**src/design/fpuPkg.sv**
```systemverilog
////////////////////
// single precision only, no NaN boxing and no rounding mode
////////////////////

package fpuPkg;

   ////////////////////
   // field widths
   ////////////////////
   localparam int FloatWidth  = 32;   // one binary32 value
   localparam int ExpWidth    = 8;
   localparam int FracWidth   = 23;
   localparam int RegAdrWidth = 5;    // f0..f31, f0 is a real register
   localparam int ClassWidth  = 10;   // fclass one-hot mask

   ////////////////////
   // RV32F encodings
   ////////////////////
   localparam logic [6:0] OpFp            = 7'b1010011; // OP-FP major opcode
   localparam logic [6:0] Funct7Sgnj      = 7'b0010000; // fsgnj/fsgnjn/fsgnjx
   localparam logic [6:0] Funct7Cmp       = 7'b1010000; // feq/flt/fle
   localparam logic [6:0] Funct7ClassMvXW = 7'b1110000; // fclass and fmv.x.w, split by funct3
   localparam logic [6:0] Funct7MvWX      = 7'b1111000; // fmv.w.x

   // operation carried down the pipe
   typedef enum logic [3:0] {
      opSgnj,
      opSgnjn,
      opSgnjx,
      opFeq,
      opFlt,
      opFle,
      opClass,
      opMvXW,
      opMvWX,
      opIllegal     // anything not listed above
   } fpOp_t;

   // execute operand source
   typedef enum logic {
      fwdNone,      // value read in decode
      fwdWriteback  // result sitting in writeback
   } fwdSel_t;

   typedef logic [FloatWidth-1:0]  flt_t;
   typedef logic [RegAdrWidth-1:0] regAdr_t;

endpackage

```
**src/design/fpuDecode.sv**
```systemverilog
////////////////////
// only the RV32F subset kept here decodes, the rest reports illegal
////////////////////

module fpuDecode import fpuPkg::*; (
   input  logic [31:0] instr,
   output fpOp_t       op,
   output regAdr_t     rs1,
   output regAdr_t     rs2,
   output regAdr_t     rd,
   output logic        fpWrite,   // result goes to an FP register
   output logic        intWrite   // result goes out on the integer channel
);

   logic [6:0] opcode;
   logic [6:0] funct7;
   logic [2:0] funct3;

   assign opcode = instr[6:0];
   assign funct7 = instr[31:25];
   assign funct3 = instr[14:12];

   // register fields, always extracted
   assign rs1 = instr[19:15];
   assign rs2 = instr[24:20];
   assign rd  = instr[11:7];

   always_comb begin
      op = opIllegal;   // default for every unknown encoding
      if (opcode == OpFp) begin
         case (funct7)
            Funct7Sgnj: begin
               case (funct3)
                  3'b000:  op = opSgnj;
                  3'b001:  op = opSgnjn;
                  3'b010:  op = opSgnjx;
                  default: op = opIllegal;
               endcase
            end
            Funct7Cmp: begin
               case (funct3)
                  3'b010:  op = opFeq;
                  3'b001:  op = opFlt;
                  3'b000:  op = opFle;
                  default: op = opIllegal;
               endcase
            end
            Funct7ClassMvXW: begin
               // rs2 field must be zero for both
               if (rs2 == '0 && funct3 == 3'b001) op = opClass;
               else if (rs2 == '0 && funct3 == 3'b000) op = opMvXW;
            end
            Funct7MvWX: begin
               if (rs2 == '0 && funct3 == 3'b000) op = opMvWX;
            end
            default: op = opIllegal;
         endcase
      end
   end

   // sign injection and fmv.w.x stay in the FP file
   assign fpWrite  = op inside {opSgnj, opSgnjn, opSgnjx, opMvWX};
   assign intWrite = ~fpWrite;  // compares, fclass, fmv.x.w and illegal report a beat

endmodule

```
**src/design/fpuRegFile.sv**
```systemverilog
////////////////////
// two read ports, one write port, write-through on same-cycle access
////////////////////

module fpuRegFile import fpuPkg::*; (
   input  logic    clk,
   input  logic    rst,
   input  regAdr_t rdAdr1,
   input  regAdr_t rdAdr2,
   input  logic    wrEn,
   input  regAdr_t wrAdr,
   input  flt_t    wrData,
   output flt_t    rdData1,
   output flt_t    rdData2
);

   flt_t regs [2**RegAdrWidth];

   always_ff @(posedge clk) begin
      if (rst) begin
         for (int i = 0; i < 2**RegAdrWidth; i++) begin
            regs[i] <= '0;   // all registers start at +0
         end
      end else if (wrEn) begin
         regs[wrAdr] <= wrData;
      end
   end

   // writeback data bypasses the array when decode reads the same register
   assign rdData1 = (wrEn && wrAdr == rdAdr1) ? wrData : regs[rdAdr1];
   assign rdData2 = (wrEn && wrAdr == rdAdr2) ? wrData : regs[rdAdr2];

endmodule

```
**src/design/fpuForward.sv**
```systemverilog
////////////////////
// one forwarding source only, older results come through the file
////////////////////

module fpuForward import fpuPkg::*; (
   input  regAdr_t exRs1,
   input  regAdr_t exRs2,
   input  regAdr_t wbRd,
   input  logic    wbFpWrite,
   input  logic    wbValid,
   output fwdSel_t fwd1,
   output fwdSel_t fwd2
);

   logic wbHit;   // writeback holds a live FP write

   assign wbHit = wbValid & wbFpWrite;

   // a match on either source takes the writeback value
   assign fwd1 = (wbHit && exRs1 == wbRd) ? fwdWriteback : fwdNone;
   assign fwd2 = (wbHit && exRs2 == wbRd) ? fwdWriteback : fwdNone;

endmodule

```
**src/design/fpuExecute.sv**
```systemverilog
////////////////////
// single cycle datapath, invalid is only raised by compares
////////////////////

module fpuExecute import fpuPkg::*; (
   input  fpOp_t       op,
   input  flt_t        srcX,
   input  flt_t        srcY,
   input  logic [31:0] intSrc,   // integer operand for fmv.w.x
   output logic [31:0] result,
   output logic        invalid
);

   // {zero, subnormal, inf, quiet NaN, signaling NaN}
   function automatic logic [4:0] kindOf(flt_t v);
      logic [ExpWidth-1:0]  e;
      logic [FracWidth-1:0] f;
      logic                 expMax;
      logic                 expZero;
      e       = v[FloatWidth-2 -: ExpWidth];
      f       = v[FracWidth-1:0];
      expMax  = &e;
      expZero = ~|e;
      return {expZero & ~|f, expZero & |f, expMax & ~|f,
              expMax & f[FracWidth-1], expMax & |f & ~f[FracWidth-1]};
   endfunction

   ////////////////////
   // unpack
   ////////////////////
   logic xSign, ySign;
   logic xZero, xSub, xInf, xQNaN, xSNaN, xNorm;
   logic [4:0] yKind;
   logic yZero, yNaN, ySNaN;

   assign xSign = srcX[FloatWidth-1];
   assign ySign = srcY[FloatWidth-1];
   assign {xZero, xSub, xInf, xQNaN, xSNaN} = kindOf(srcX);
   assign xNorm = ~(xZero | xSub | xInf | xQNaN | xSNaN);

   assign yKind = kindOf(srcY);
   assign yZero = yKind[4];
   assign yNaN  = |yKind[1:0];
   assign ySNaN = yKind[0];

   ////////////////////
   // compare
   ////////////////////
   logic anyNaN, bothZero, magLt, magGt, eq, lt;

   assign anyNaN   = xQNaN | xSNaN | yNaN;
   assign bothZero = xZero & yZero;           // +0 and -0 are equal
   assign magLt    = srcX[FloatWidth-2:0] < srcY[FloatWidth-2:0];
   assign magGt    = srcX[FloatWidth-2:0] > srcY[FloatWidth-2:0];

   assign eq = ~anyNaN & ((srcX == srcY) | bothZero);
   // differing signs: negative one is smaller; both negative flips magnitude order
   assign lt = ~anyNaN & ~bothZero &
               ((xSign != ySign) ? xSign : (xSign ? magGt : magLt));

   // classify mask, bit 0 is -inf up to bit 9 quiet NaN
   logic [ClassWidth-1:0] classMask;
   assign classMask = {xQNaN, xSNaN,
                       ~xSign & xInf, ~xSign & xNorm, ~xSign & xSub, ~xSign & xZero,
                       xSign & xZero, xSign & xSub, xSign & xNorm, xSign & xInf};

   ////////////////////
   // result select
   ////////////////////
   always_comb begin
      result  = '0;     // illegal ops report zero
      invalid = 1'b0;
      case (op)
         opSgnj:  result = {ySign, srcX[FloatWidth-2:0]};          // magnitude kept
         opSgnjn: result = {~ySign, srcX[FloatWidth-2:0]};
         opSgnjx: result = {xSign ^ ySign, srcX[FloatWidth-2:0]};
         opFeq: begin
            result  = {{(FloatWidth-1){1'b0}}, eq};
            invalid = xSNaN | ySNaN;   // quiet NaN is fine for feq
         end
         opFlt: begin
            result  = {{(FloatWidth-1){1'b0}}, lt};
            invalid = anyNaN;
         end
         opFle: begin
            result  = {{(FloatWidth-1){1'b0}}, lt | eq};
            invalid = anyNaN;
         end
         opClass: result = {{(FloatWidth-ClassWidth){1'b0}}, classMask};
         opMvXW:  result = srcX;     // raw bits to integer side
         opMvWX:  result = intSrc;   // raw bits into FP file
         default: result = '0;
      endcase
   end

endmodule

```
**src/design/fpuTop.sv**
```systemverilog
////////////////////
// three stages, one op per cycle, outReady low holds the whole pipe
////////////////////

module fpuTop import fpuPkg::*; (
   input  logic        clk,
   input  logic        rst,
   input  logic        inValid,
   input  logic [31:0] inInstr,
   input  logic [31:0] inIntSrc,
   output logic        inReady,
   input  logic        outReady,
   output logic        outValid,
   output logic [31:0] outData,
   output logic        outInvalid,
   output logic        outIllegal
);

   logic stall;   // pending beat not taken

   // decode stage
   logic        decValid;
   logic [31:0] decInstr;
   logic [31:0] decIntSrc;
   fpOp_t       decOp;
   regAdr_t     decRs1, decRs2, decRd;
   logic        decFpWrite, decIntWrite;
   flt_t        decData1, decData2;

   // execute stage
   logic        exValid;
   fpOp_t       exOp;
   regAdr_t     exRs1, exRs2, exRd;
   logic        exFpWrite, exIntWrite;
   flt_t        exData1, exData2;
   logic [31:0] exIntSrc;
   fwdSel_t     fwd1, fwd2;
   flt_t        srcX, srcY;
   logic [31:0] exResult;
   logic        exInvalid;

   // writeback stage
   logic        wbValid;
   regAdr_t     wbRd;
   logic        wbFpWrite, wbIntWrite;
   flt_t        wbResult;
   logic        wbInvalid, wbIllegal;
   logic        rfWrEn;

   ////////////////////
   // stall rule
   ////////////////////
   assign stall   = outValid & ~outReady;
   assign inReady = ~stall;

   always_ff @(posedge clk) begin
      if (rst) begin
         decValid <= 1'b0;
         exValid  <= 1'b0;
         wbValid  <= 1'b0;
      end else if (!stall) begin
         decValid <= inValid;    // accepted when inReady is high
         exValid  <= decValid;
         wbValid  <= exValid;
      end
   end

   ////////////////////
   // decode
   ////////////////////
   always_ff @(posedge clk) begin
      if (!stall) begin
         decInstr  <= inInstr;
         decIntSrc <= inIntSrc;
      end
   end

   fpuDecode i_decode (.instr(decInstr), .op(decOp), .rs1(decRs1), .rs2(decRs2), .rd(decRd),
                       .fpWrite(decFpWrite), .intWrite(decIntWrite));

   assign rfWrEn = wbValid & wbFpWrite & ~stall;   // one write per writeback entry

   fpuRegFile i_regFile (.clk, .rst, .rdAdr1(decRs1), .rdAdr2(decRs2), .wrEn(rfWrEn),
                         .wrAdr(wbRd), .wrData(wbResult), .rdData1(decData1), .rdData2(decData2));

   ////////////////////
   // execute
   ////////////////////
   always_ff @(posedge clk) begin
      if (!stall) begin
         exOp       <= decOp;
         exRs1      <= decRs1;
         exRs2      <= decRs2;
         exRd       <= decRd;
         exFpWrite  <= decFpWrite;
         exIntWrite <= decIntWrite;
         exData1    <= decData1;
         exData2    <= decData2;
         exIntSrc   <= decIntSrc;
      end
   end

   fpuForward i_forward (.exRs1, .exRs2, .wbRd, .wbFpWrite, .wbValid, .fwd1, .fwd2);

   // previous instruction's result overrides the stale read
   assign srcX = (fwd1 == fwdWriteback) ? wbResult : exData1;
   assign srcY = (fwd2 == fwdWriteback) ? wbResult : exData2;

   fpuExecute i_execute (.op(exOp), .srcX, .srcY, .intSrc(exIntSrc), .result(exResult),
                         .invalid(exInvalid));

   ////////////////////
   // writeback
   ////////////////////
   always_ff @(posedge clk) begin
      if (!stall) begin
         wbRd       <= exRd;
         wbFpWrite  <= exFpWrite;
         wbIntWrite <= exIntWrite;
         wbResult   <= exResult;
         wbInvalid  <= exInvalid;
         wbIllegal  <= (exOp == opIllegal);
      end
   end

   // payload regs hold while stalled, so the beat stays steady
   assign outValid   = wbValid & wbIntWrite;
   assign outData    = wbResult;
   assign outInvalid = wbInvalid;
   assign outIllegal = wbIllegal;

endmodule

```
**config.mk**
```make
export PLATFORM = sky130hd
export DESIGN_NAME = fpuTop
export DESIGN_NICKNAME = d
export VERILOG_FILES = /design/src/design/fpuPkg.sv /design/src/design/fpuDecode.sv /design/src/design/fpuRegFile.sv /design/src/design/fpuForward.sv /design/src/design/fpuExecute.sv /design/src/design/fpuTop.sv
export SDC_FILE = /design/constraint.sdc
export NUM_CORES = 2
export LEC_CHECK = 0
export BUFFER_PORTS_ARGS = -buffer_cell sky130_fd_sc_hd__buf_4
export CAP_MARGIN = 10
export CORE_UTILIZATION = 60
export DETAILED_ROUTE_END_ITERATION = 12
export PLACE_DENSITY = 0.86
export SYNTH_ARGS = -nofsm -noshare
export SYNTH_HDL_FRONTEND = slang
export SYNTH_HIERARCHICAL = 1
export SYNTH_SLANG_ARGS = --single-unit
```
**constraint.sdc**
```tcl
create_clock -name clk -period 17.07 [get_ports clk]
set_clock_uncertainty 0.05 [all_clocks]
set_input_delay 5.121 -clock clk [delete_from_list [all_inputs] [get_ports clk]]
set_output_delay 5.121 -clock clk [all_outputs]
set_load 0.005 [all_outputs]
```
---- Word level (Yosys, flattened, before mapping) ----
Memories as Yosys holds them, arrays and structs flattened. A register that Yosys moved wholly into a read port is not among the register bits.
Index checks and enable logic that the tools add are counted.
storage, ports and cells
  flip-flop bits (word level) ............. 225
  memories kept ........................... 1
  input bits .............................. 68
  logic and storage cells ................. 145
  output and inout port bits .............. 36
  bits in writable memories ............... 1024
memories
  name            depth  bits a word  read ports  clocked after memory_dff  write ports  line              source
  i_regFile.regs  32     32           2           2                         32           fpuRegFile.sv:17  flt_t regs [2**RegAdrWidth];
cells by class
  magnitude comparators ................... 2
  bitwise operators ....................... 46
  reductions and logical operators ........ 24
  muxes and demuxes ....................... 27
  equality and inequality tests ........... 25
operator list
  kind                                                  count
  case mux 32 bit (9 select lines)                      1
  2-to-1 mux 32 bit                                     5
  OR reduction 23 bit                                   2
  equality test 32 bit                                  1
  OR reduction 32 bit                                   1
  greater-than comparator 31 bit                        1
  less-than comparator 31 bit                           1
  equality test 7 bit (second input constant)           4
  bitwise AND 1 bit                                     26
  case mux 4 bit (3 select lines)                       2
  equality test 5 bit                                   4
  equality test 4 x 3 -> 1 bit (second input constant)  4
  case mux 4 bit (4 select lines)                       1
  AND reduction 8 bit                                   2
  OR reduction 8 bit                                    2
  2-to-1 mux 5 bit                                      3
  equality test 4 x 2 -> 1 bit (second input constant)  3
  equality test 4 bit (second input constant)           3
  2-to-1 mux 4 bit                                      3
  2-to-1 mux 1 bit                                      11
  inverter 1 bit                                        10
  OR 1 bit                                              9
  equality test 4 x 1 -> 1 bit (second input constant)  2
  logical NOT 4 bit                                     2
  12 further kinds                                      21

---- Longest topological paths before layout ----
  word-level depth ........................ 14
  gate-level depth with buffers ........... 14
  gate-level depth less buffers ........... 12

---- Modules after synthesis ----
Netlist, hierarchy kept.
modules (own cells, without submodules)
  module      instances  cells each  area each (sq um)  sequential area each (sq um)
  fpuRegFile  1          4088        56221.4            30749.5
  fpuTop      1          313         7912.6             6726.5
  fpuExecute  1          262         1675.4             0.0
  fpuDecode   1          50          342.8              0.0
  fpuForward  1          15          118.9              0.0

---- Least setup slack after synthesis ----
No wires, ideal clock.
  path kind ............................... input to output
  start point ............................. input port outReady
  end point ............................... output port inReady
  slack ................................... 6.420 ns
  buffers on the path ..................... 1
  data arrival time ....................... 5.479 ns
  cell stages on the path ................. 3
  cells stage by stage .................... and3b_1 -> buf_2 -> inv_2
between the ends
  cells in the longest elaborated chain, start to end .. 3
RTL lines
  what               line          source
  from (decl)        fpuTop.sv:12  input logic outReady,
  inverter 1 bit     fpuTop.sv:53  assign stall = outValid & ~outReady;
  bitwise AND 1 bit  fpuTop.sv:53
  inverter 1 bit     fpuTop.sv:54  assign inReady = ~stall;
  to (decl)          fpuTop.sv:11  output logic inReady,
No other way between the ends.

---- Worst setup path after layout ----
Same ends and word-level chain as after synthesis.

==> impl_results.md <==
- Detailed Route WL: 207,000 um
- Fraction of layout cells with a size suffix above 1: 0.238
- Req. time, crit path: 11.90 ns
- Core area: 0.109 mm2
- DP Worst Slack: 6.01 ns
- Final number of hold-violating endpoints: 0
- CTS buffer count: 130
- Async SR Flop Fraction: 0
- Final Setup Violations: 0
- Die height: 334 um
- Share of the synthesized area in the top cell type: 0.565
- Hold_buf cts: 0
- Largest net degree at the start of global routing: 151
- Register area share after synthesis: 0.565
- Most frequent CP cell: buf_4
- Commonest register cell after synthesis: edfxtp_1
- LEAKAGE: 26.3 nW
- Grt ovf: 0
- Peak supply drop: 108 uV
- Placed insts: 5,969
- GPL Wtd Cong: 1.02
- Clock Tree Buf Depth: 3
- Vias per cell: 7.18
- RSZ-0062 raised after global routing: no
- Setup crit end kind: output pin
- Min-Delay Path Class: flip-flop to flip-flop
- Layout area overhead: 8.10%
- Most frequent cells in the layout: edfxtp_1 (1,246), and2_1 (999), mux4_2 (277)
- Top Family by Delay on Critical Path: simple AND/OR/NAND/NOR gates
- Post-DP HPWL: 122,000 um
- H-tree depth: 4
- Final Cycle Share: 0.649
- Die W: 334 um
- CTS Root Cell: clkbuf_16
- Number of I/O port buffers: 103
- CP bufs+invs: 3
- ANT nets after route: 0
- CP max FO: 4
- Layout Cells excl Fill: 6,204
- Post-layout util: 0.656
- First-pass GRT wire length: 295,000 um
- Postcts setup bufs: 0
- Max-slew headroom: 0.0802
- Initial antenna violation count: 8
- Vias in the first global route: 44,100
- First-pass DRT Iterations: 9
- PD cells: 100 mW/mm2
- Status: complete, no violations
- Most common library cell in the layout ignoring fill and taps: edfxtp_1
- Post-Synthesis Cells: 4,728
- Post-synth cell types: 88
- Synthesis-stage register bit count: 1,249
- Final hold slack: 0.364 ns
- Post-synth EDFFs: 1,246
- Starting Density: 0.607
- Sink Count: 1,249
- CTS tree: yes
- Slew at the pin with the worst max-slew slack: 1.38 ns
- Final WS setup: 5.99 ns
- Slowest Stage Delay on Critical Path: 0.44 ns
- Warnings from Yosys: 6
- DRC errors left: 0
- Syn Std Cell Area: 0.0663 mm2
- Final Critical Period: 11.08 ns
- Cell taking the most area after synthesis: edfxtp_1
- Routed len/inst: 33.4 um
- Clk_lat worst skew: 0.76 ns
- MaxCap Viol Count: 0
- Syn Nets: 4,827
- Vias: 44,500
- Finished Cell Area: 0.0716 mm2
- Worst setup path category: input pin to output pin
- Clk slew on worst S/H paths: 0.06 ns
- Post-CTS sizing: 0
- Pwr Total: 7.16 mW
- Slew Limit Fails: 0
- Critical path arrival: 5.91 ns
- I/O pin count: 104
- Syn avg cell area: 14.0 um2
- Fmax: 0.0903 GHz
- GRT Overall Usage: 0.368
- Full die area: 0.112 mm2
- Placed Instance Area: 0.0675 mm2
- Top cells by area, synth: edfxtp_1 (56%), and2_1 (9.4%), mux4_2 (9.4%)
- Num rows: 121
- Worst setup SP type: input pin
- Nets: 4,727
- Initial DRC count: 7,436
- Crit-path cells: buf_4 -> and3b_1 -> inv_2 -> buf_4
- CP max-delay cell: and3b_1
- Setup_tns: 0 ns
## flip-flops by register name, summed over array words and instances (netlist names)
register and cells:
exOp 4, decValid 1, exIntWrite 1, exIntSrc 32
outInvalid 1, exData2 32, exRs2 5, exRs1 5
wbValid 1, exValid 1, outData 32, decInstr 32
outIllegal 1, wbFpWrite 1, i_regFile/regs 1024, exData1 32
wbIntWrite 1, exRd 5, wbRd 5, exFpWrite 1
decIntSrc 32
## per-layer routing
| metal | vias to the layer above | part of all wire | global-route usage |
|---|---|---|---|
| met4 | 4 | 0.087 | 0.283 |
| met5 | - | 0.00028 | 0.00391 |
| met2 | 4105 | 0.44 | 0.544 |
| li1 | 17700 | - | - |
| met1 | 21800 | 0.32 | 0.456 |
| met3 | 902 | 0.15 | 0.109 |
## synthesized netlist by cell type (all sizes together) (23+ instances only)
master / n
ha: 31
or3: 27
nor2b: 61
o22ai: 121
clkbuf: 253
a211oi: 58
mux2i: 203
nor3: 48
o211ai: 23
and2: 1000
nand2b: 27
buf: 212
a22oi: 160
inv: 41
o21ai: 31
mux4: 277
nand2: 138
edfxtp: 1246
mux2: 322
nand4: 25
or2: 37
nor2: 113
nand3: 34
## worst register-to-register path: stages (launching register included)
cell      delay (ns)
edfxtp_1        0.32
buf_4           0.49
buf_4           0.74
buf_4           0.70
buf_4           0.81
mux4_2          0.65
a22o_1          0.25
a211oi_1        0.78
o41ai_1         0.31
## worst paths after layout
kind / start / to / slack [ns] / cells past startpoint
worst max-delay path: outReady / inReady / 5.99 / 4
worst min-delay path: exRd[2] / wbRd[2] / 0.36 / 0
worst max register to register: decInstr[16] / exData1[24] / 11.65 / 8
worst min register to register: exRd[2] / wbRd[2] / 0.36 / 0
## area by class of cell
cell class	instances	area (um2)
antenna	4	10.0
multi-input combinational	2972	26300
tap	1476	1850
sequential	1249	37500
clock inverter	64	543
clock buffer	164	3490
fill	7172	37500
timing repair buffer	233	1810
inverter	42	165
## cell families (layout without fill, tap and decap cells)
group,count (synthesis),count (layout),share of synthesized area
DFF,1249,1249,0.565
muxes,802,802,0.183
AOI/OAI and AO/OA,544,544,0.0617
buffers and inverters,507,503,0.0400
and+or+nand+nor,1571,1571,0.141
other,0,4,0
adders and majority gates,31,31,0.00585
xor gates and xnor gates,24,24,0.00317
## power breakdown
part / total, mW / internal, mW / switching [mW]
logic: 0.834 / 0.318 / 0.517
registers: 3.58 / 3.51 / 0.0708
clock network: 2.75 / 1.58 / 1.17
total: 7.16 / 5.40 / 1.76
No activity file was read; power rests on OpenSTA's default activity.
